<file path="config.mk">
export PLATFORM = sky130hd
export DESIGN_NAME = dma_irq_ctrl
export DESIGN_NICKNAME = d
export VERILOG_FILES = /design/src/rtl/dma_pkg.sv /design/src/rtl/dma_irq_ctrl.sv
export SDC_FILE = /design/constraint.sdc
export NUM_CORES = 1
export LEC_CHECK = 0
export ABC_AREA = 1
export BUFFER_PORTS_ARGS = -buffer_cell sky130_fd_sc_hd__buf_2
export CORE_AREA = 2 2 39 41
export CTS_BUF_LIST = sky130_fd_sc_hd__clkbuf_4 sky130_fd_sc_hd__clkbuf_8
export CTS_CLUSTER_DIAMETER = 150
export DETAILED_ROUTE_END_ITERATION = 8
export DIE_AREA = 0 0 41 43
export HOLD_SLACK_MARGIN = 0.02
export PLACE_DENSITY = 0.3
export SYNTH_ARGS = -nofsm -noshare
export SYNTH_HDL_FRONTEND = slang
export SYNTH_SLANG_ARGS = --single-unit
</file>
<file path="constraint.sdc">
create_clock -name pcie_user_clk -period 0.8 [get_ports pcie_user_clk]
set_clock_uncertainty 0.15 [all_clocks]
set_input_delay 0.08 -clock pcie_user_clk [delete_from_list [all_inputs] [get_ports pcie_user_clk]]
set_output_delay 0.08 -clock pcie_user_clk [all_outputs]
set_load 0.02 [all_outputs]
</file>
<file path="src/rtl/dma_pkg.sv">
/*
 * dma write engine shared types
 * widths, header and status structs, state encodings
 */
`default_nettype none

package dma_pkg;

    //////////////////////////////////////////////////////////////
    // data and address widths
    //////////////////////////////////////////////////////////////
    typedef logic [63:0] qword_t;       // one fifo / tlp data word
    typedef logic [31:0] host_addr_t;   // host byte address
    typedef logic [20:0] dma_size_t;    // dwords, max 1 MB
    typedef logic [8:0]  payload_t;     // tlp payload in dwords
    typedef logic [15:0] tlp_count_t;   // full tlps still to go

    // header handed to the tx engine with each tlp request
    typedef struct packed {
        payload_t   payload_dw;
        host_addr_t host_addr;
    } tlp_hdr_t;

    // status byte as seen by the host
    typedef struct packed {
        logic [3:0] rsvd;       // always zero
        logic       dma_done;
        logic [2:0] cur_buffer;
    } dma_status_t;

    //////////////////////////////////////////////////////////////
    // state machines
    //////////////////////////////////////////////////////////////
    typedef enum logic [2:0] {
        SEQ_IDLE,
        SEQ_FIRST_TLP,
        SEQ_NEXT_TLP,
        SEQ_SEND_QW,
        SEQ_TLP_END,
        SEQ_COMPL,
        SEQ_XFER_END
    } seq_state_t;

    typedef enum logic {
        IRQ_IDLE,
        IRQ_WAIT_RDY
    } irq_state_t;

    // bit positions inside the 4-bit control field
    localparam int DMAE_BIT  = 0;   // dma enable, start on rising edge
    localparam int DMAIE_BIT = 1;   // interrupt enable

endpackage

`default_nettype wire
</file>
<file path="src/rtl/dma_irq_ctrl.sv">
/*
 * end-of-transfer interrupt and done flag
 */
`default_nettype none

module dma_irq_ctrl
    import dma_pkg::*;
(
    input  wire logic pcie_user_clk,
    input  wire logic pcie_user_rst_n,
    input  wire logic dmaie_i,
    input  wire logic xfer_start_i,
    input  wire logic xfer_done_i,
    input  wire logic cfg_interrupt_rdy_i,
    output logic      cfg_interrupt_o,
    output logic      dma_done_o
);

    irq_state_t state;
    logic       irq_q;
    logic       done_q;

    //////////////////////////////////////////////////////////////
    // msi request, held until the core takes it
    //////////////////////////////////////////////////////////////
    always_ff @(posedge pcie_user_clk) begin
        if (!pcie_user_rst_n) begin
            state <= IRQ_IDLE;
            irq_q <= 1'b0;
        end else begin
            case (state)
                IRQ_IDLE: begin
                    if (xfer_done_i && dmaie_i) begin
                        irq_q <= 1'b1;
                        state <= IRQ_WAIT_RDY;
                    end
                end
                IRQ_WAIT_RDY: begin
                    if (cfg_interrupt_rdy_i) begin
                        irq_q <= 1'b0;   // drops the cycle after rdy
                        state <= IRQ_IDLE;
                    end
                end
                default: state <= IRQ_IDLE;
            endcase
        end
    end

    // done flag, set on every end, cleared on the next start
    always_ff @(posedge pcie_user_clk) begin
        if (!pcie_user_rst_n) begin
            done_q <= 1'b0;
        end else if (xfer_done_i) begin
            done_q <= 1'b1;
        end else if (xfer_start_i) begin
            done_q <= 1'b0;
        end
    end

    assign cfg_interrupt_o = irq_q;
    assign dma_done_o      = done_q;

endmodule

`default_nettype wire

</file>
==> implementation parameters <==
Parameter                              Value

Die
  Total core area ... about 1400 µm²
  Number of standard-cell rows in the floorplan ... 14
  Die Outline Area ... ~1800 µm²
  Vertical die dimension ... 43 µm
  Horiz. Die Dim ... 41 µm
  Initial Utilization ... 0.08861
  I/O pin count ... 8

Cells and area
  Multi-input combinational cell area ... 53.80 µm²
  Antenna Diode Count ... 0
  Layout filler cell count ... ~170
  Sequential standard cell area ... 66.31 µm²
  Highest-count cells in the layout ignoring fill and taps ... sky130_fd_sc_hd__nand2_1, sky130_fd_sc_hd__buf_2, sky130_fd_sc_hd__clkbuf_4
  Final net count ... 36
  Final non-filler cell total ... 45
  Post-route core utilization ... 0.1682
  Fraction of layout instances using a drive strength above 1 ... 0.6207
  Area growth from synthesis to final layout ... 89.80%

Global routing
  Number of global-route vias before repair ... 153
  Most crowded layer after global routing ... met2
  Met3 Track Usage GR ... 0
  Met2 layer usage reported by global route ... 0.08750
  Global-route wire length before repair ... 462 µm
  GR Overflow Total ... 0
  Global-route usage over all layers ... 0.04505
  Number of antenna violations at the first check in global routing ... 0
  Largest net degree at the start of global routing ... 4
  M1 GR Usage ... 0.01592

CTS
  Post-CTS clock slew at the launch and capture registers of the worst setup and hold paths ... 0.04 ns
  Clock Tree Buf Depth ... 2
  Clock root buffer master ... sky130_fd_sc_hd__clkbuf_4
  Clock buffers created by TritonCTS ... 3
  CTS tree ... done
  TritonCTS Sinks ... 3
  Total number of H-tree levels ... 1
  Worst-Skew Late Latency ... around 0.23 ns

Timing
  Minimum clock period ... 0.8985 ns
  Final setup violation count ... 2
  Fin Hold WS ... -0.05886 ns
  Rel. slew slack ... 0.9335
  Final critical-path setup slack ... -0.09847 ns
  Setup repair after global routing missed its margin ... true
  Number of hold violations in the final report ... 3
  Max-slew violations ... 0
  Least-Margin Pin Slew ... 0.09979 ns
  F_max ... 1113 MHz
  Period Utilization, post-route ... 1.123

Synthesis
  Mapped Cells ... 18
  Cell area after synthesis ... 122.6 µm²
  Top-area cell type share of the netlist area ... 0.4898
  Net count of the mapped netlist ... 24
  Seq/Total Area, Yosys ... 0.4898
  Syn_area_per_cell ... 6.812 µm²
  Flip-flop and latch count after synthesis ... 3
  Area leader, netlist ... sky130_fd_sc_hd__dfxtp_1
  Synth area leaders ... sky130_fd_sc_hd__dfxtp_1, sky130_fd_sc_hd__nand2_1, sky130_fd_sc_hd__inv_1
  Number of distinct standard cells referenced by the synthesized netlist ... 8
  Synthesis warning total ... 0

Detailed routing
  WL per Instance ... 7.511 µm
  Number of detailed-routing iterations run before antenna repair ... 1
  Post-detailed-route DRC marker count ... 0
  Overall via count from detail_route ... 146
  Total Wirelength ... 338 µm
  Violation count after the first detailed-routing iteration ... 0
  Number of nets with antenna violations after routing ... 0
  Mean number of vias per cell ... 3.244

Power
  Power Dens Cells ... 2330 nW/µm²
  Leakage power summed over all cells ... 0.1236 nW
  Worst vdd rail ir drop ... 0.2802 mV

Critical path
  Class of the most critical setup path ... reg -> out
  Data arrival time of the critical path ... 0.67 ns
  Required time of the worst setup path ... 0.57 ns
  Delay contributed by the slowest stage of the critical path ... approximately 0.32 ns
  Critical-path cell with the highest stage delay ... sky130_fd_sc_hd__dfxtp_2
  Peak fanout along the critical path ... 2
  Delay-heaviest family, CP ... flip-flops
  Startpoint Class ... flip-flop
  Buffer and inverter count on the worst path ... 1
  Ordered list of cells on the worst path ... buf_6
  CP Capture Type ... output pin

Status
  Result of the run ... finished with violations
  Failing checks ... hold timing, setup timing

Placed design
  Port Buffer Count ... 7
  HPWL after detailed placement ... approximately 260 µm
  Dpl cells ... 41
  Global placement routability congestion ... between 0.6 and 0.7

Run
  Max_cap viols ... 0

Min path
  HP Class ... in -> reg
## routing by layer
| metal | vias to the layer above | wire length, µm |
|---|---|---|
| li1 | 74 | - |
| met1 | 64 | 93 |
| met2 | 6 | 192 |
| met3 | 2 | 30 |
| met4 | 0 | 22 |
| met5 | - | 0 |
## kinds of logic (layout without fill, tap and decap cells)
kind of cell,Yosys count,after routing,synth area share
AND/OR/NAND/NOR,9,9,0.3061
flip-flops,3,3,0.4898
AO/OA/AOI/OAI,2,2,0.08164
buffers and inverters,4,15,0.1224
## synthesized netlist by cell type, drive strengths merged
cell type,count
nand2,6
nor2,2
dfxtp,3
inv,4
a21oi,2
nand3,1
## power by group
part,switching [W],leakage (nW),total [W],internal [W]
sequential,0.00000931,0.0261,0.000172,0.000162
combinational,0.0000324,0.0791,0.0000665,0.0000341
clock,0.0000830,0.0184,0.000304,0.000221
total,0.000125,0.124,0.000542,0.000417
## repair_timing
action	in CTS	in global routing
endpoints found under the hold margin	3	3
gates resized for setup	6	3
pin swaps	0	1
endpoints found under the setup margin	4	4
setup buffers	0	0
## state kept, by name, summed over array words and instances (netlist names)
| name | flops |
|---|---|
| cfg_interrupt_o | 1 |
| dma_done_o | 1 |
| state | 1 |
## per-stage QoR
step           area (µm²)   TNS, ns  setup slack [ns]   power, W
2_1_floorplan       123.9         0           0.01881  0.0001998
3_3_place_gp        178.9         0           0.02009  0.0002247
3_5_place_dp        178.9  -0.02068          -0.01964  0.0002268
4_1_cts             224.0   -0.2160           -0.1105  0.0005541
5_1_grt             232.7   -0.2466           -0.1237  0.0005740
6_report            232.7   -0.1928          -0.09847  0.0005422
## cell type report
cell class / instances / share of cell area
flip-flops and latches: 3 / 0.2849
well taps: 16 / 0.08602
multi-input cells: 11 / 0.2312
inverters: 4 / 0.06452
repair buffers: 7 / 0.2043
clock buffers: 4 / 0.1290
## path summary, 6_finish.rpt
kind	cells after the start	to	startpoint	slack, ns
worst max-delay path	1	cfg_interrupt_o	cfg_interrupt_o	-0.1
worst min-delay path	4	dma_done_o	xfer_start_i	-0.06
worst max register to register	3	cfg_interrupt_o	state	0.02
worst min register to register	2	dma_done_o	dma_done_o	0.31
## worst register-to-register path, cell delays in order, from the launching register on
cell and delay, ns:
sky130_fd_sc_hd__dfxtp_4 0.36, sky130_fd_sc_hd__nand2_2 0.06, sky130_fd_sc_hd__nand3_1 0.06, sky130_fd_sc_hd__nand2_1 0.05
Power figures use the tool's default switching activity.
