$ cat config.mk
export PLATFORM = sky130hd
export DESIGN_NAME = dma_tlp_sequencer
export DESIGN_NICKNAME = d
export VERILOG_FILES = /design/src/rtl/dma_pkg.sv /design/src/rtl/dma_tlp_sequencer.sv
export SDC_FILE = /design/constraint.sdc
export NUM_CORES = 1
export LEC_CHECK = 0
export BUFFER_PORTS_ARGS = -buffer_cell sky130_fd_sc_hd__buf_2
export CORE_UTILIZATION = 25
export DETAILED_ROUTE_END_ITERATION = 12
export PLACE_DENSITY = 0.53
export SLEW_MARGIN = 10
export SYNTH_ARGS = -nofsm -noshare
export SYNTH_HDL_FRONTEND = slang
export SYNTH_SLANG_ARGS = --single-unit
$ cat constraint.sdc
create_clock -name pcie_user_clk -period 5.1 [get_ports pcie_user_clk]
set_clock_uncertainty 0.05 [all_clocks]
set_input_delay 0.51 -clock pcie_user_clk [delete_from_list [all_inputs] [get_ports pcie_user_clk]]
set_output_delay 0.51 -clock pcie_user_clk [all_outputs]
set_load 0.02 [all_outputs]
$ cat src/rtl/dma_pkg.sv
/*
 * dma write engine shared types
 * widths, header and status structs, state encodings
 */
`default_nettype none

package dma_pkg;

    //////////////////////////////////////////////////////////////
    // data and address widths
    //////////////////////////////////////////////////////////////
    typedef logic [63:0] qword_t;       // one fifo / tlp data word
    typedef logic [31:0] host_addr_t;   // host byte address
    typedef logic [20:0] dma_size_t;    // dwords, max 1 MB
    typedef logic [8:0]  payload_t;     // tlp payload in dwords
    typedef logic [15:0] tlp_count_t;   // full tlps still to go

    // header handed to the tx engine with each tlp request
    typedef struct packed {
        payload_t   payload_dw;
        host_addr_t host_addr;
    } tlp_hdr_t;

    // status byte as seen by the host
    typedef struct packed {
        logic [3:0] rsvd;       // always zero
        logic       dma_done;
        logic [2:0] cur_buffer;
    } dma_status_t;

    //////////////////////////////////////////////////////////////
    // state machines
    //////////////////////////////////////////////////////////////
    typedef enum logic [2:0] {
        SEQ_IDLE,
        SEQ_FIRST_TLP,
        SEQ_NEXT_TLP,
        SEQ_SEND_QW,
        SEQ_TLP_END,
        SEQ_COMPL,
        SEQ_XFER_END
    } seq_state_t;

    typedef enum logic {
        IRQ_IDLE,
        IRQ_WAIT_RDY
    } irq_state_t;

    // bit positions inside the 4-bit control field
    localparam int DMAE_BIT  = 0;   // dma enable, start on rising edge
    localparam int DMAIE_BIT = 1;   // interrupt enable

endpackage

`default_nettype wire
$ cat src/rtl/dma_tlp_sequencer.sv
/*
 * dma transfer sequencer
 * splits a transfer into memory-write tlps, reads the fifo, serves completions
 */
`default_nettype none

module dma_tlp_sequencer
    import dma_pkg::*;
#(
    parameter int MAX_PAYLOAD_DW = 32
) (
    input  wire logic       pcie_user_clk,
    input  wire logic       pcie_user_rst_n,
    input  wire logic       dmae_i,
    input  wire dma_size_t  dma_size_i,
    input  wire host_addr_t dma_host_addr_i,
    input  wire logic       req_compl_i,
    input  wire logic       tx_busy_i,
    input  wire logic [5:0] tx_buf_av_i,
    input  wire logic       fifo_prog_empty_i,
    output logic            fifo_rd_en_o,
    output logic            tlp_req_o,
    output tlp_hdr_t        tlp_hdr_o,
    output logic            req_compl_o,
    output logic            xfer_start_o,
    output logic            xfer_done_o,
    output logic [2:0]      cur_buffer_o
);

    localparam payload_t   MAX_PLD   = payload_t'(MAX_PAYLOAD_DW);
    localparam host_addr_t ADDR_STEP = host_addr_t'(4 * MAX_PAYLOAD_DW);  // bytes per full tlp

    seq_state_t state;

    logic       dmae_q;         // previous enable, for edge detect
    logic       start_pend;     // edge seen, first tlp not yet out
    logic       compl_flag;     // completion request waiting for idle
    tlp_count_t full_left;      // full tlps not yet issued
    logic       rem_pend;       // remainder tlp still to issue
    logic [7:0] qw_left;        // qwords left in current tlp
    tlp_hdr_t   hdr_q;
    logic       tlp_req_q;
    logic       req_compl_q;
    logic       xfer_start_q;
    logic       xfer_done_q;
    logic [2:0] cur_buf_q;

    //////////////////////////////////////////////////////////////
    // transfer split
    //////////////////////////////////////////////////////////////
    tlp_count_t full_tlps;
    payload_t   rem_raw;
    payload_t   rem_dw;
    logic       buf_ok;
    logic       compl_pend;
    logic       start_ok;
    tlp_count_t cur_full;       // full count seen by the header step
    logic       have_full;
    logic       have_rem;
    payload_t   nxt_pld;

    assign full_tlps  = tlp_count_t'(dma_size_i / MAX_PAYLOAD_DW);
    assign rem_raw    = payload_t'(dma_size_i % MAX_PAYLOAD_DW);
    assign rem_dw     = rem_raw & 9'h1fe;      // odd last dword is not sent
    assign buf_ok     = (tx_buf_av_i != 6'd0);
    assign compl_pend = req_compl_i || compl_flag;
    assign start_ok   = start_pend && !fifo_prog_empty_i && (dma_size_i != '0)
                        && !tx_busy_i && !compl_pend;

    // first header looks at the size, later ones at the running counters
    always_comb begin
        if (state == SEQ_FIRST_TLP) begin
            cur_full = full_tlps;
            have_rem = (rem_dw != '0);
        end else begin
            cur_full = full_left;
            have_rem = rem_pend;
        end
        have_full = (cur_full != '0);
        nxt_pld   = have_full ? MAX_PLD : rem_dw;  // full tlps go first
    end

    // one fifo read per cycle with buffers free
    assign fifo_rd_en_o = (state == SEQ_SEND_QW) && buf_ok;

    //////////////////////////////////////////////////////////////
    // sequencer fsm
    //////////////////////////////////////////////////////////////
    always_ff @(posedge pcie_user_clk) begin
        if (!pcie_user_rst_n) begin
            state        <= SEQ_IDLE;
            dmae_q       <= 1'b0;
            start_pend   <= 1'b0;
            compl_flag   <= 1'b0;
            full_left    <= '0;
            rem_pend     <= 1'b0;
            qw_left      <= '0;
            tlp_req_q    <= 1'b0;
            req_compl_q  <= 1'b0;
            xfer_start_q <= 1'b0;
            xfer_done_q  <= 1'b0;
            cur_buf_q    <= '0;
        end else begin
            // strobes default low
            tlp_req_q    <= 1'b0;
            req_compl_q  <= 1'b0;
            xfer_start_q <= 1'b0;
            xfer_done_q  <= 1'b0;

            dmae_q <= dmae_i;
            if (dmae_i && !dmae_q) begin
                start_pend <= 1'b1;   // l->h on enable
            end
            if (req_compl_i) begin
                compl_flag <= 1'b1;   // kept until served in idle
            end

            case (state)
                SEQ_IDLE: begin
                    if (compl_pend) begin            // completions first
                        if (buf_ok) begin
                            req_compl_q <= 1'b1;
                            compl_flag  <= 1'b0;
                            state       <= SEQ_COMPL;
                        end
                    end else if (start_ok) begin
                        xfer_start_q <= 1'b1;
                        cur_buf_q    <= cur_buf_q + 3'd1;  // next buffer
                        state        <= SEQ_FIRST_TLP;
                    end
                end

                SEQ_FIRST_TLP,
                SEQ_NEXT_TLP: begin
                    if (!have_full && !have_rem) begin
                        // nothing left, also ends a size below two dwords
                        if (state == SEQ_FIRST_TLP) begin
                            start_pend <= 1'b0;
                        end
                        xfer_done_q <= 1'b1;
                        state       <= SEQ_XFER_END;
                    end else if (buf_ok) begin
                        if (state == SEQ_FIRST_TLP) begin
                            start_pend      <= 1'b0;
                            hdr_q.host_addr <= dma_host_addr_i;
                        end else begin
                            hdr_q.host_addr <= hdr_q.host_addr + ADDR_STEP;
                        end
                        hdr_q.payload_dw <= nxt_pld;
                        qw_left          <= nxt_pld[8:1];    // dword pairs
                        if (have_full) begin
                            full_left <= cur_full - 1'b1;
                            rem_pend  <= have_rem;
                        end else begin
                            full_left <= '0;
                            rem_pend  <= 1'b0;           // remainder goes now
                        end
                        tlp_req_q <= 1'b1;
                        state     <= SEQ_SEND_QW;
                    end
                end

                SEQ_SEND_QW: begin
                    if (buf_ok) begin                    // pause on no buffers
                        qw_left <= qw_left - 8'd1;
                        if (qw_left == 8'd1) begin
                            state <= SEQ_TLP_END;        // last read of this tlp
                        end
                    end
                end

                SEQ_TLP_END:  state <= SEQ_NEXT_TLP;
                SEQ_COMPL:    state <= SEQ_IDLE;
                SEQ_XFER_END: state <= SEQ_IDLE;
                default:      state <= SEQ_IDLE;
            endcase
        end
    end

    assign tlp_req_o    = tlp_req_q;
    assign tlp_hdr_o    = hdr_q;
    assign req_compl_o  = req_compl_q;
    assign xfer_start_o = xfer_start_q;
    assign xfer_done_o  = xfer_done_q;
    assign cur_buffer_o = cur_buf_q;

endmodule

`default_nettype wire

==> metrics.yaml, run 1 <==
die_area_um2: 18700
wire_length_of_the_first_global_routing_pass_mm: 20.5
h-tree-depth: 3
gp_congestion: 0.841
final_layout_size_suffix_gt1_frac: 0.230
grt_overflow: 0
max_cap_violations: 0
hold_path_class: "input port to flip-flop"
rr_endpoint: "tlp_hdr_o[7]$_DFFE_PP_"
die-height_um: 137
max_slew_margin: 0.472
grt_pass1_vias: 3979
floorplan.initialDensity: 0.259
wl_per_cell_um: 15.2
grtUsageTotal: 0.143
numCtsBuffers: 9
synth-edff-count: 37
final_period_minus_worst_setup_slack_ps: 3700
worstHoldEndpoint: "dmae_q$_SDFF_PN0_"
area_growth_syn_to_layout_pct: 22.4
route.final.wire_length_mm: 13.0
placement.io_buffers: 109
grt_setup_unrepaired: "no"
crit_path_max_incr_delay_ps: 580
number_of_antenna_violations_at_the_first_check_in_global_routing: 0
finalCritPeriodShare: 0.725
seq_area_frac_synth: 0.412
detail_route.iter0.violations: 348
holdCritStartpoint: "dmae_i"
synth.cell_area_um2: 4550
final_nets: 697
dp_hpwl_mm: 9.48
post_synth_inst_count: 526
post-route-drc-count: 0
rows: 48
synth_top_area_cell: "sky130_fd_sc_hd__edfxtp_1"
cts.root.buffer_cell: "sky130_fd_sc_hd__clkbuf_16"
startpoint_type: "flip-flop"
coreArea_um2: 17500
worst_path_most_repeated_cell: "sky130_fd_sc_hd__buf_4"
tritoncts: "built"
post_synth_main_area_contributors: "sky130_fd_sc_hd__edfxtp_1 24%, sky130_fd_sc_hd__dfxtp_1 17%, sky130_fd_sc_hd__nand2_1 5.6%"
diode_insertion_count_for_antenna_repair: 0
power.leakage_nw: 2.12
syn-mean-instance-area_um2: 8.64
rrSetupSlack_ps: 1400
router_iterations_before_antenna_repair: 5
worst_hold_path.num_cells: 2
clkSinkCount: 75
slew_violations: 0
critical_path_fanouts_max: 30
timing.rr.start: "state[0]$_SDFFE_PN0P_"
critical_path.cell_chain: "nor3b_2, buf_4, mux2i_1, ha_1, inv_1, or4_4, a22oi_4, inv_4, o21ai_4, nor2_2, buf_4"
crit_path_end_kind: "flip-flop"
yosys_warnings: 0
clkLatencyLatePin_ps: 340
total_power_mw: 3.67
route.detailed.vias_per_inst: 5.08
synth_top_area_share: 0.244
fp.dieW_um: 137
synth-async-reset-ratio: 0
synth_top_flop_cell: "sky130_fd_sc_hd__dfxtp_1"
cell_type_of_the_slowest_stage_on_the_worst_timing_path: "sky130_fd_sc_hd__dfxtp_1"
arrival_ps: 3710
yosysUniqueCellTypes: 60
grt_start_max_net_pins: 56
final_number_of_hold_violating_endpoints: 0
reg2reg_depth: 11
timing.fmax_mhz: 270
max_slew.worst_pin.slew_ps: 791
worst-setup-path-type: "flip-flop to flip-flop"
antenna_violating_nets_post_route: 0
total_setup_violations_reported_at_the_end_of_the_flow: 0
status: "finished clean"
num-fill-cells: 1883
totalNegativeSetupSlack_ps: 0
number_of_setup_buffers_added_after_cts: 0
worstPathRequired_ps: 5110
cts_hold_buf: 0
post_cts.resized_instances: 0
worst_voltage_drop_across_the_vdd_grid_v: 0.000204
vias: 4352
worst_setup_hold_path_clk_slew_ps: 60
io_pins: 114
yosys_register_bits: 75
pwr_density_cell_nw_per_um2: 660
clk_path_buf_depth: 2
## worst max-delay path by stage
stage | from | endpoint | slack (ps) | cells after the start
2_1_floorplan | state[2]$_SDFFE_PN0P_ | tlp_hdr_o[10]$_DFFE_PP_ | 610 | 14
3_3_place_gp | state[0]$_SDFFE_PN0P_ | tlp_hdr_o[20]$_DFFE_PP_ | 1490 | 11
3_5_place_dp | state[0]$_SDFFE_PN0P_ | tlp_hdr_o[19]$_DFFE_PP_ | 1410 | 11
4_1_cts | state[0]$_SDFFE_PN0P_ | tlp_hdr_o[29]$_DFFE_PP_ | 1400 | 11
5_1_grt | state[0]$_SDFFE_PN0P_ | tlp_hdr_o[29]$_DFFE_PP_ | 1060 | 11
6_report | state[0]$_SDFFE_PN0P_ | tlp_hdr_o[7]$_DFFE_PP_ | 1400 | 11
## worst max-delay path: cells and delay by family (launching register included)
kind            cells  cell delay (ps)
compound gates      2              620
fa+ha+maj           1              220
buf+inv             4              760
flops               1              580
mux                 1              330
simple gates        3              830
## per-layer routing
metal | vias up | track usage | wire [um]
li1 | 2134 | - | -
met1 | 2023 | 0.190 | 6030
met2 | 173 | 0.219 | 5690
met3 | 22 | 0.0337 | 953
met4 | 0 | 0.0635 | 293
met5 | - | 0 | 0
## layout by cell type (no fill, tap or decap), drive strengths merged, types with 17 or more instances in the layout
cell type  netlist  final
a21oi           32     32
nor2            35     35
nor3            20     20
dfxtp           38     38
and2            17     17
o21ai           47     47
nand2           69     69
nand3           27     27
buf             14    116
edfxtp          37     37
xnor2           22     22
## cell type report
class / instances / area (um^2) / share of cell area
clock buffer: 11 / 243 / 0.0436
timing repair buffer: 116 / 598 / 0.107
sequential: 75 / 1870 / 0.336
clock inverter: 5 / 30.0 / 0.00540
tap: 225 / 282 / 0.0506
multi-input combinational: 412 / 2490 / 0.448
inverter: 12 / 47.5 / 0.00855
## cell families (layout without fill, tap and decap cells)
| logic type | count (synthesis) | after routing | share of synthesized area |
|---|---|---|---|
| AOI/OAI and AO/OA | 124 | 124 | 0.172 |
| xor gates and xnor gates | 33 | 33 | 0.0636 |
| adders and majority gates | 6 | 6 | 0.0165 |
| buffers and inverters | 42 | 144 | 0.0440 |
| DFF | 75 | 75 | 0.412 |
| muxes | 15 | 15 | 0.0336 |
| other | 1 | 4 | 0.000825 |
| and+or+nand+nor | 230 | 230 | 0.258 |
## stage by stage
stage / cell area [um^2] / utilization / setup slack (ps) / cells / hold slack (ps)
floorplan: 4560 / - / 606 / 529 / 394
global placement: 5290 / 0.302 / 1490 / 840 / 417
global route: 5560 / 0.317 / 1060 / 856 / 353
CTS: 5560 / 0.317 / 1400 / 856 / 336
detailed placement: 5290 / 0.302 / 1410 / 840 / 415
finish: 5560 / 0.317 / 1400 / 856 / 354
## where the power goes
| group | total (mW) | switching [mW] | internal, mW |
|---|---|---|---|
| clock network | 0.598 | 0.258 | 0.340 |
| logic | 1.94 | 1.23 | 0.711 |
| registers | 1.14 | 0.210 | 0.929 |
| total | 3.67 | 1.69 | 1.98 |
## state kept, by name, indices dropped and copies added, names as in the netlist, 3 cells and up
signal	cells
full_left	16
tlp_hdr_o	37
cur_buffer_o	3
qw_left	8
state	3
## cell usage after synthesis, types with 12 or more instances
library cell,n
sky130_fd_sc_hd__nor3_1,20
sky130_fd_sc_hd__clkbuf_1,16
sky130_fd_sc_hd__nand3_1,26
sky130_fd_sc_hd__nor4_1,13
sky130_fd_sc_hd__nor2_1,35
sky130_fd_sc_hd__mux2i_1,13
sky130_fd_sc_hd__nand2_1,68
sky130_fd_sc_hd__a21oi_1,32
sky130_fd_sc_hd__xnor2_1,22
sky130_fd_sc_hd__or4_1,12
sky130_fd_sc_hd__o21ai_0,44
sky130_fd_sc_hd__and2_1,17
sky130_fd_sc_hd__dfxtp_1,38
sky130_fd_sc_hd__edfxtp_1,37
No activity file was read; power rests on OpenSTA's default activity.
==> run 2, diff against run 1 <==
--- a/config.mk
+++ b/config.mk
@@ -8,7 +8,7 @@
 export BUFFER_PORTS_ARGS = -buffer_cell sky130_fd_sc_hd__buf_2
 export CORE_UTILIZATION = 25
 export DETAILED_ROUTE_END_ITERATION = 12
-export PLACE_DENSITY = 0.53
+export PLACE_DENSITY = 0.54
 export SLEW_MARGIN = 10
 export SYNTH_ARGS = -nofsm -noshare
 export SYNTH_HDL_FRONTEND = slang
==> constraint.sdc (replaced) <==
create_clock -name pcie_user_clk -period 2.98 [get_ports pcie_user_clk]
set_clock_uncertainty 0.05 [all_clocks]
set_input_delay 0.298 -clock pcie_user_clk [delete_from_list [all_inputs] [get_ports pcie_user_clk]]
set_output_delay 0.298 -clock pcie_user_clk [all_outputs]
set_load 0.02 [all_outputs]
==> metrics.yaml, run 2 (synthesis results as in run 1) <==
stdcell_area_um2: 5830
final_period_minus_worst_setup_slack_ps: 2810
grtUsageTotal: 0.146
placed_cells: 860
cts.root.buffer_cell: "sky130_fd_sc_hd__clkbuf_16"
coreArea_um2: 17500
route.final.wire_length_mm: 13.4
multi_input_area_um2: 2550
clkLatencyLatePin_ps: 340
die-height_um: 137
diode_insertion_count_for_antenna_repair: 0
timing.rr.start: "state[0]$_SDFFE_PN0P_"
hold_path_class: "input port to flip-flop"
p_clk_frac: 0.172
finalCritPeriodShare: 0.943
worst-setup-path-type: "flip-flop to flip-flop"
startpoint_type: "flip-flop"
combinational_group_share_of_total_power: 0.549
cell_type_of_the_slowest_stage_on_the_worst_timing_path: "sky130_fd_sc_hd__or4_4"
max_slew_margin: 0.612
final_number_of_hold_violating_endpoints: 0
crit_path_max_incr_delay_ps: 440
layout_common_cells: "109 x sky130_fd_sc_hd__buf_2, 68 x sky130_fd_sc_hd__nand2_1, 44 x sky130_fd_sc_hd__o21ai_0"
clk_path_buf_depth: 2
grt_start_max_net_pins: 59
grt_overflow: 0
numCtsBuffers: 9
area_growth_syn_to_layout_pct: 28.2
status: "finished clean"
pwr_density_cell_nw_per_um2: 1160
wl_per_cell_um: 15.3
rrSetupSlack_ps: 170
timing.fmax_mhz: 356
power.sequential.fraction: 0.279
dpl-instance-area_um2: 5500
wire_length_of_the_first_global_routing_pass_mm: 21.1
antenna_violating_nets_post_route: 0
fp.dieW_um: 137
worst_voltage_drop_across_the_vdd_grid_v: 0.000587
switching_share: 0.443
worstPathRequired_ps: 3020
placement.io_buffers: 109
rows: 48
worst_setup_path_startpoint: "state[0]$_SDFFE_PN0P_"
worstSetupEndpoint: "tlp_hdr_o[10]$_DFFE_PP_"
tritoncts: "built"
totalNegativeSetupSlack_ps: 0
slew_violations: 0
vias: 4310
number_of_antenna_violations_at_the_first_check_in_global_routing: 0
power.leakage_nw: 2.24
cts_hold_buf: 0
io_pins: 114
num-fill-cells: 1860
rr_endpoint: "tlp_hdr_o[10]$_DFFE_PP_"
gp_congestion: 0.830
floorplan.initialDensity: 0.259
grt_pass1_vias: 4120
clkSinkCount: 75
max_slew.worst_pin.slew_ps: 566
detail_route.iter0.violations: 200
die_area_um2: 18700
worst_setup_hold_path_clk_slew_ps: 60
dp_hpwl_mm: 10.0
arrival_ps: 2850
final_layout_size_suffix_gt1_frac: 0.261
largest_reg_flops: 37
reg2reg_depth: 10
max_cap_violations: 0
layout.cells.non_filler: 876
critical_path_fanouts_max: 30
final_nets: 717
total_setup_violations_reported_at_the_end_of_the_flow: 0
total_power_mw: 6.78
post-route-drc-count: 0
critical_path.cell_chain: "nor3b_4, mux2i_1, ha_2, nand2b_1, or4_4, a22oi_4, inv_4, o21ai_4, nor2_4, buf_12"
h-tree-depth: 3
crit_path_end_kind: "flip-flop"
route.detailed.vias_per_inst: 4.92
ff_latch_area_um2: 1870
mostFrequentLayoutCell: "sky130_fd_sc_hd__buf_2"
p_sw_mw: 3.00
router_iterations_before_antenna_repair: 4
grt_setup_unrepaired: "no"
cellInternalPower_mw: 3.77
run 2: changes by cell type in the layout (fill, tap and decap cells not counted), sizes merged:
cell,change
buf,+20
bufinv,+2
clkinvlp,-1
clkinv,-1
run 2: how the worst min path moves through the flow:
stage	slack, ps	end	depth (start not counted)	from
after global placement	410	rem_pend$_SDFFE_PN0P_	2	rem_pend$_SDFFE_PN0P_
after CTS	130	dmae_q$_SDFF_PN0_	2	dmae_i
after global routing	150	dmae_q$_SDFF_PN0_	2	dmae_i
after floorplan	380	dmae_q$_SDFF_PN0_	1	dmae_i
final	150	dmae_q$_SDFF_PN0_	2	dmae_i
after detailed placement	420	rem_pend$_SDFFE_PN0P_	2	rem_pend$_SDFFE_PN0P_
run 2: per-stage QoR:
step / hold WS, ps / setup slack, ps / util
4_1_cts: 131 / 146 / 0.331
3_3_place_gp: 414 / 238 / 0.314
3_5_place_dp: 417 / 167 / 0.314
6_report: 149 / 171 / 0.332
2_1_floorplan: 375 / -190 / -
5_1_grt: 153 / 17.0 / 0.332
run 2: what timing repair did:
item                       CTS  global route
buffers inserted             0             0
resized for setup            0             4
setup endpoints to repair    0            11
run 2: worst max-delay path, delay by kind of cell (launching register included):
kind / cells / cell delay [ps]
flip-flops: 1 / 390
buffers and inverters: 2 / 300
multiplexers: 1 / 280
AND/OR/NAND/NOR: 4 / 870
adder cells (fa/ha/maj): 1 / 220
AO/OA/AOI/OAI: 2 / 420
run 2: power groups by stage:
stage	Sequential [mW]	Clock, mW	Combinational, mW
detailed placement	1.91	0	3.69
global route	1.94	1.23	4.13
CTS	1.89	1.19	3.71
floorplan	2.10	0	2.43
finish	1.89	1.17	3.72
global placement	1.91	0	3.71
run 2: layout make-up:
class | instances | area share
Sequential cell | 75 | 0.321
Multi-Input combinational cell | 412 | 0.437
Tap cell | 225 | 0.0483
Clock buffer | 11 | 0.0399
Inverter | 12 | 0.00816
Clock inverter | 5 | 0.0133
Timing Repair Buffer | 136 | 0.132
run 2: metal layers:
layer	share of wire	vias up	global-route usage
li1	-	2174	-
met1	0.47	1970	0.191
met2	0.44	139	0.233
met3	0.065	27	0.0337
met4	0.024	0	0.0556
met5	0	-	0
==> run 3, diff against run 2 <==
--- a/config.mk
+++ b/config.mk
@@ -5,7 +5,7 @@
 export SDC_FILE = /design/constraint.sdc
 export NUM_CORES = 1
 export LEC_CHECK = 0
-export BUFFER_PORTS_ARGS = -buffer_cell sky130_fd_sc_hd__buf_2
+export BUFFER_PORTS_ARGS = -buffer_cell sky130_fd_sc_hd__buf_4
 export CORE_UTILIZATION = 25
 export DETAILED_ROUTE_END_ITERATION = 12
 export PLACE_DENSITY = 0.54
==> metrics.yaml, run 3 (synthesis results as in run 1) <==
fp.dieW_um: 137
final_number_of_hold_violating_endpoints: 0
cp_num_buf_inv: 1
area_growth_syn_to_layout_pct: 33.2
grtUsageTotal: 0.147
arrival_ps: 3020
critical_path_fanouts_max: 8
total_setup_violations_reported_at_the_end_of_the_flow: 0
wire_length_of_the_first_global_routing_pass_mm: 21.2
cts.root.buffer_cell: "sky130_fd_sc_hd__clkbuf_16"
placement.io_buffers: 109
num-fill-cells: 1806
grt_pass1_vias: 4090
io_pins: 114
coreArea_um2: 17500
antenna_violating_nets_post_route: 0
cell_type_of_the_slowest_stage_on_the_worst_timing_path: "sky130_fd_sc_hd__or4_4"
post-route-drc-count: 0
route.final.wire_length_mm: 13.6
startpoint_type: "flip-flop"
wl_per_cell_um: 15.6
layout_common_cells: "129 x sky130_fd_sc_hd__buf_4, 68 x sky130_fd_sc_hd__nand2_1, 44 x sky130_fd_sc_hd__o21ai_0"
totalNegativeSetupSlack_ps: 0
floorplan.initialDensity: 0.259
slew_violations: 0
holdCritStartpoint: "dmae_i"
final_period_minus_worst_setup_slack_ps: 2820
worst_setup_hold_path_clk_slew_ps: 60
numCtsBuffers: 9
crit_path_max_incr_delay_ps: 450
critPathTopFamily: "simple AND/OR/NAND/NOR gates"
stdcell_area_um2: 6050
worst_voltage_drop_across_the_vdd_grid_v: 0.000480
worst_setup_path_startpoint: "state[1]$_SDFFE_PN0P_"
die_area_um2: 18700
power.leakage_nw: 2.30
status: "finished clean"
worst-setup-path-type: "flip-flop to flip-flop"
largest_reg_flops: 37
dp_hpwl_mm: 10.1
clkSinkCount: 75
max_cap_violations: 0
final_nets: 712
pwr_density_cell_nw_per_um2: 1140
detail_route.iter0.violations: 336
clkLatencyLatePin_ps: 340
die-height_um: 137
hold_path_class: "input port to flip-flop"
grt_overflow: 0
timing.rr.start: "state[1]$_SDFFE_PN0P_"
gp_congestion: 0.857
max_slew_margin: 0.419
router_iterations_before_antenna_repair: 5
crit_path_end_kind: "flip-flop"
diode_insertion_count_for_antenna_repair: 0
timing.fmax_mhz: 355
mostFrequentLayoutCell: "sky130_fd_sc_hd__buf_4"
vias: 4425
grt_start_max_net_pins: 56
critical_path.cell_chain: "nor3b_4, mux2i_2, ha_2, nand2b_1, or4_4, a22oi_4, buf_4, nand2_1, mux2_2, a211oi_1"
clk_path_buf_depth: 2
rows: 48
route.detailed.vias_per_inst: 5.08
dpl-instance-area_um2: 5720
worstPathRequired_ps: 3180
number_of_antenna_violations_at_the_first_check_in_global_routing: 0
h-tree-depth: 3
finalCritPeriodShare: 0.946
tritoncts: "built"
final_layout_size_suffix_gt1_frac: 0.259
max_slew.worst_pin.slew_ps: 865
[run 3: changes by cell type in the layout (fill, tap and decap cells not counted), sizes merged]
cell / previous run / this run
clkinvlp: 0 / 1
clkinv: 3 / 1
buf: 136 / 131
clkbuf: 11 / 12
bufinv: 2 / 1
inv: 12 / 13
[run 3: through the flow]
step | instances | utilization | total power [mW] | setup slack [ps] | hold WS [ps]
final | 871 | 0.345 | 6.88 | 162 | 128
after global routing | 871 | 0.345 | 7.40 | -10.6 | 119
after CTS | 869 | 0.344 | 6.86 | 105 | 113
after detailed placement | 853 | 0.326 | 5.70 | 114 | 417
after global placement | 853 | 0.326 | 5.65 | 207 | 405
after floorplan | 529 | - | 4.52 | -190 | 375
[run 3: cell type report]
cell class	instances	area, um^2	share of cell area
repair buffers	131	1000	0.165
clock buffers	12	256	0.0424
inverters	12	47.5	0.00785
flip-flops and latches	75	1870	0.309
well taps	225	282	0.0465
clock inverters	4	48.8	0.00806
multi-input cells	412	2550	0.421
[run 3: timing repair]
item	4_1_cts	5_1_grt
setup endpoints to repair	0	12
hold buffers	0	0
resized for setup	0	3
buffers inserted	0	2
[run 3: metal layers]
metal / GRT usage / part of all wire / vias up
met5: 0 / 0 / -
met4: 0.0672 / 0.022 / 0
met3: 0.0289 / 0.074 / 25
met2: 0.230 / 0.45 / 187
met1: 0.194 / 0.45 / 2046
li1: - / - / 2167
[run 3: path summary, 6_finish.rpt]
path,to,slack (ps),cells past startpoint
setup / recovery,state[2]$_SDFFE_PN0P_,160,10
hold / removal,dmae_q$_SDFF_PN0_,130,2
setup reg to reg,state[2]$_SDFFE_PN0P_,160,10
hold reg to reg,rem_pend$_SDFFE_PN0P_,430,2
[run 3: power by group]
group	internal [mW]	leakage, nW	total, mW	switching [mW]
logic	1.58	1.50	3.83	2.26
clock network	0.694	0.149	1.13	0.439
registers	1.59	0.655	1.91	0.321
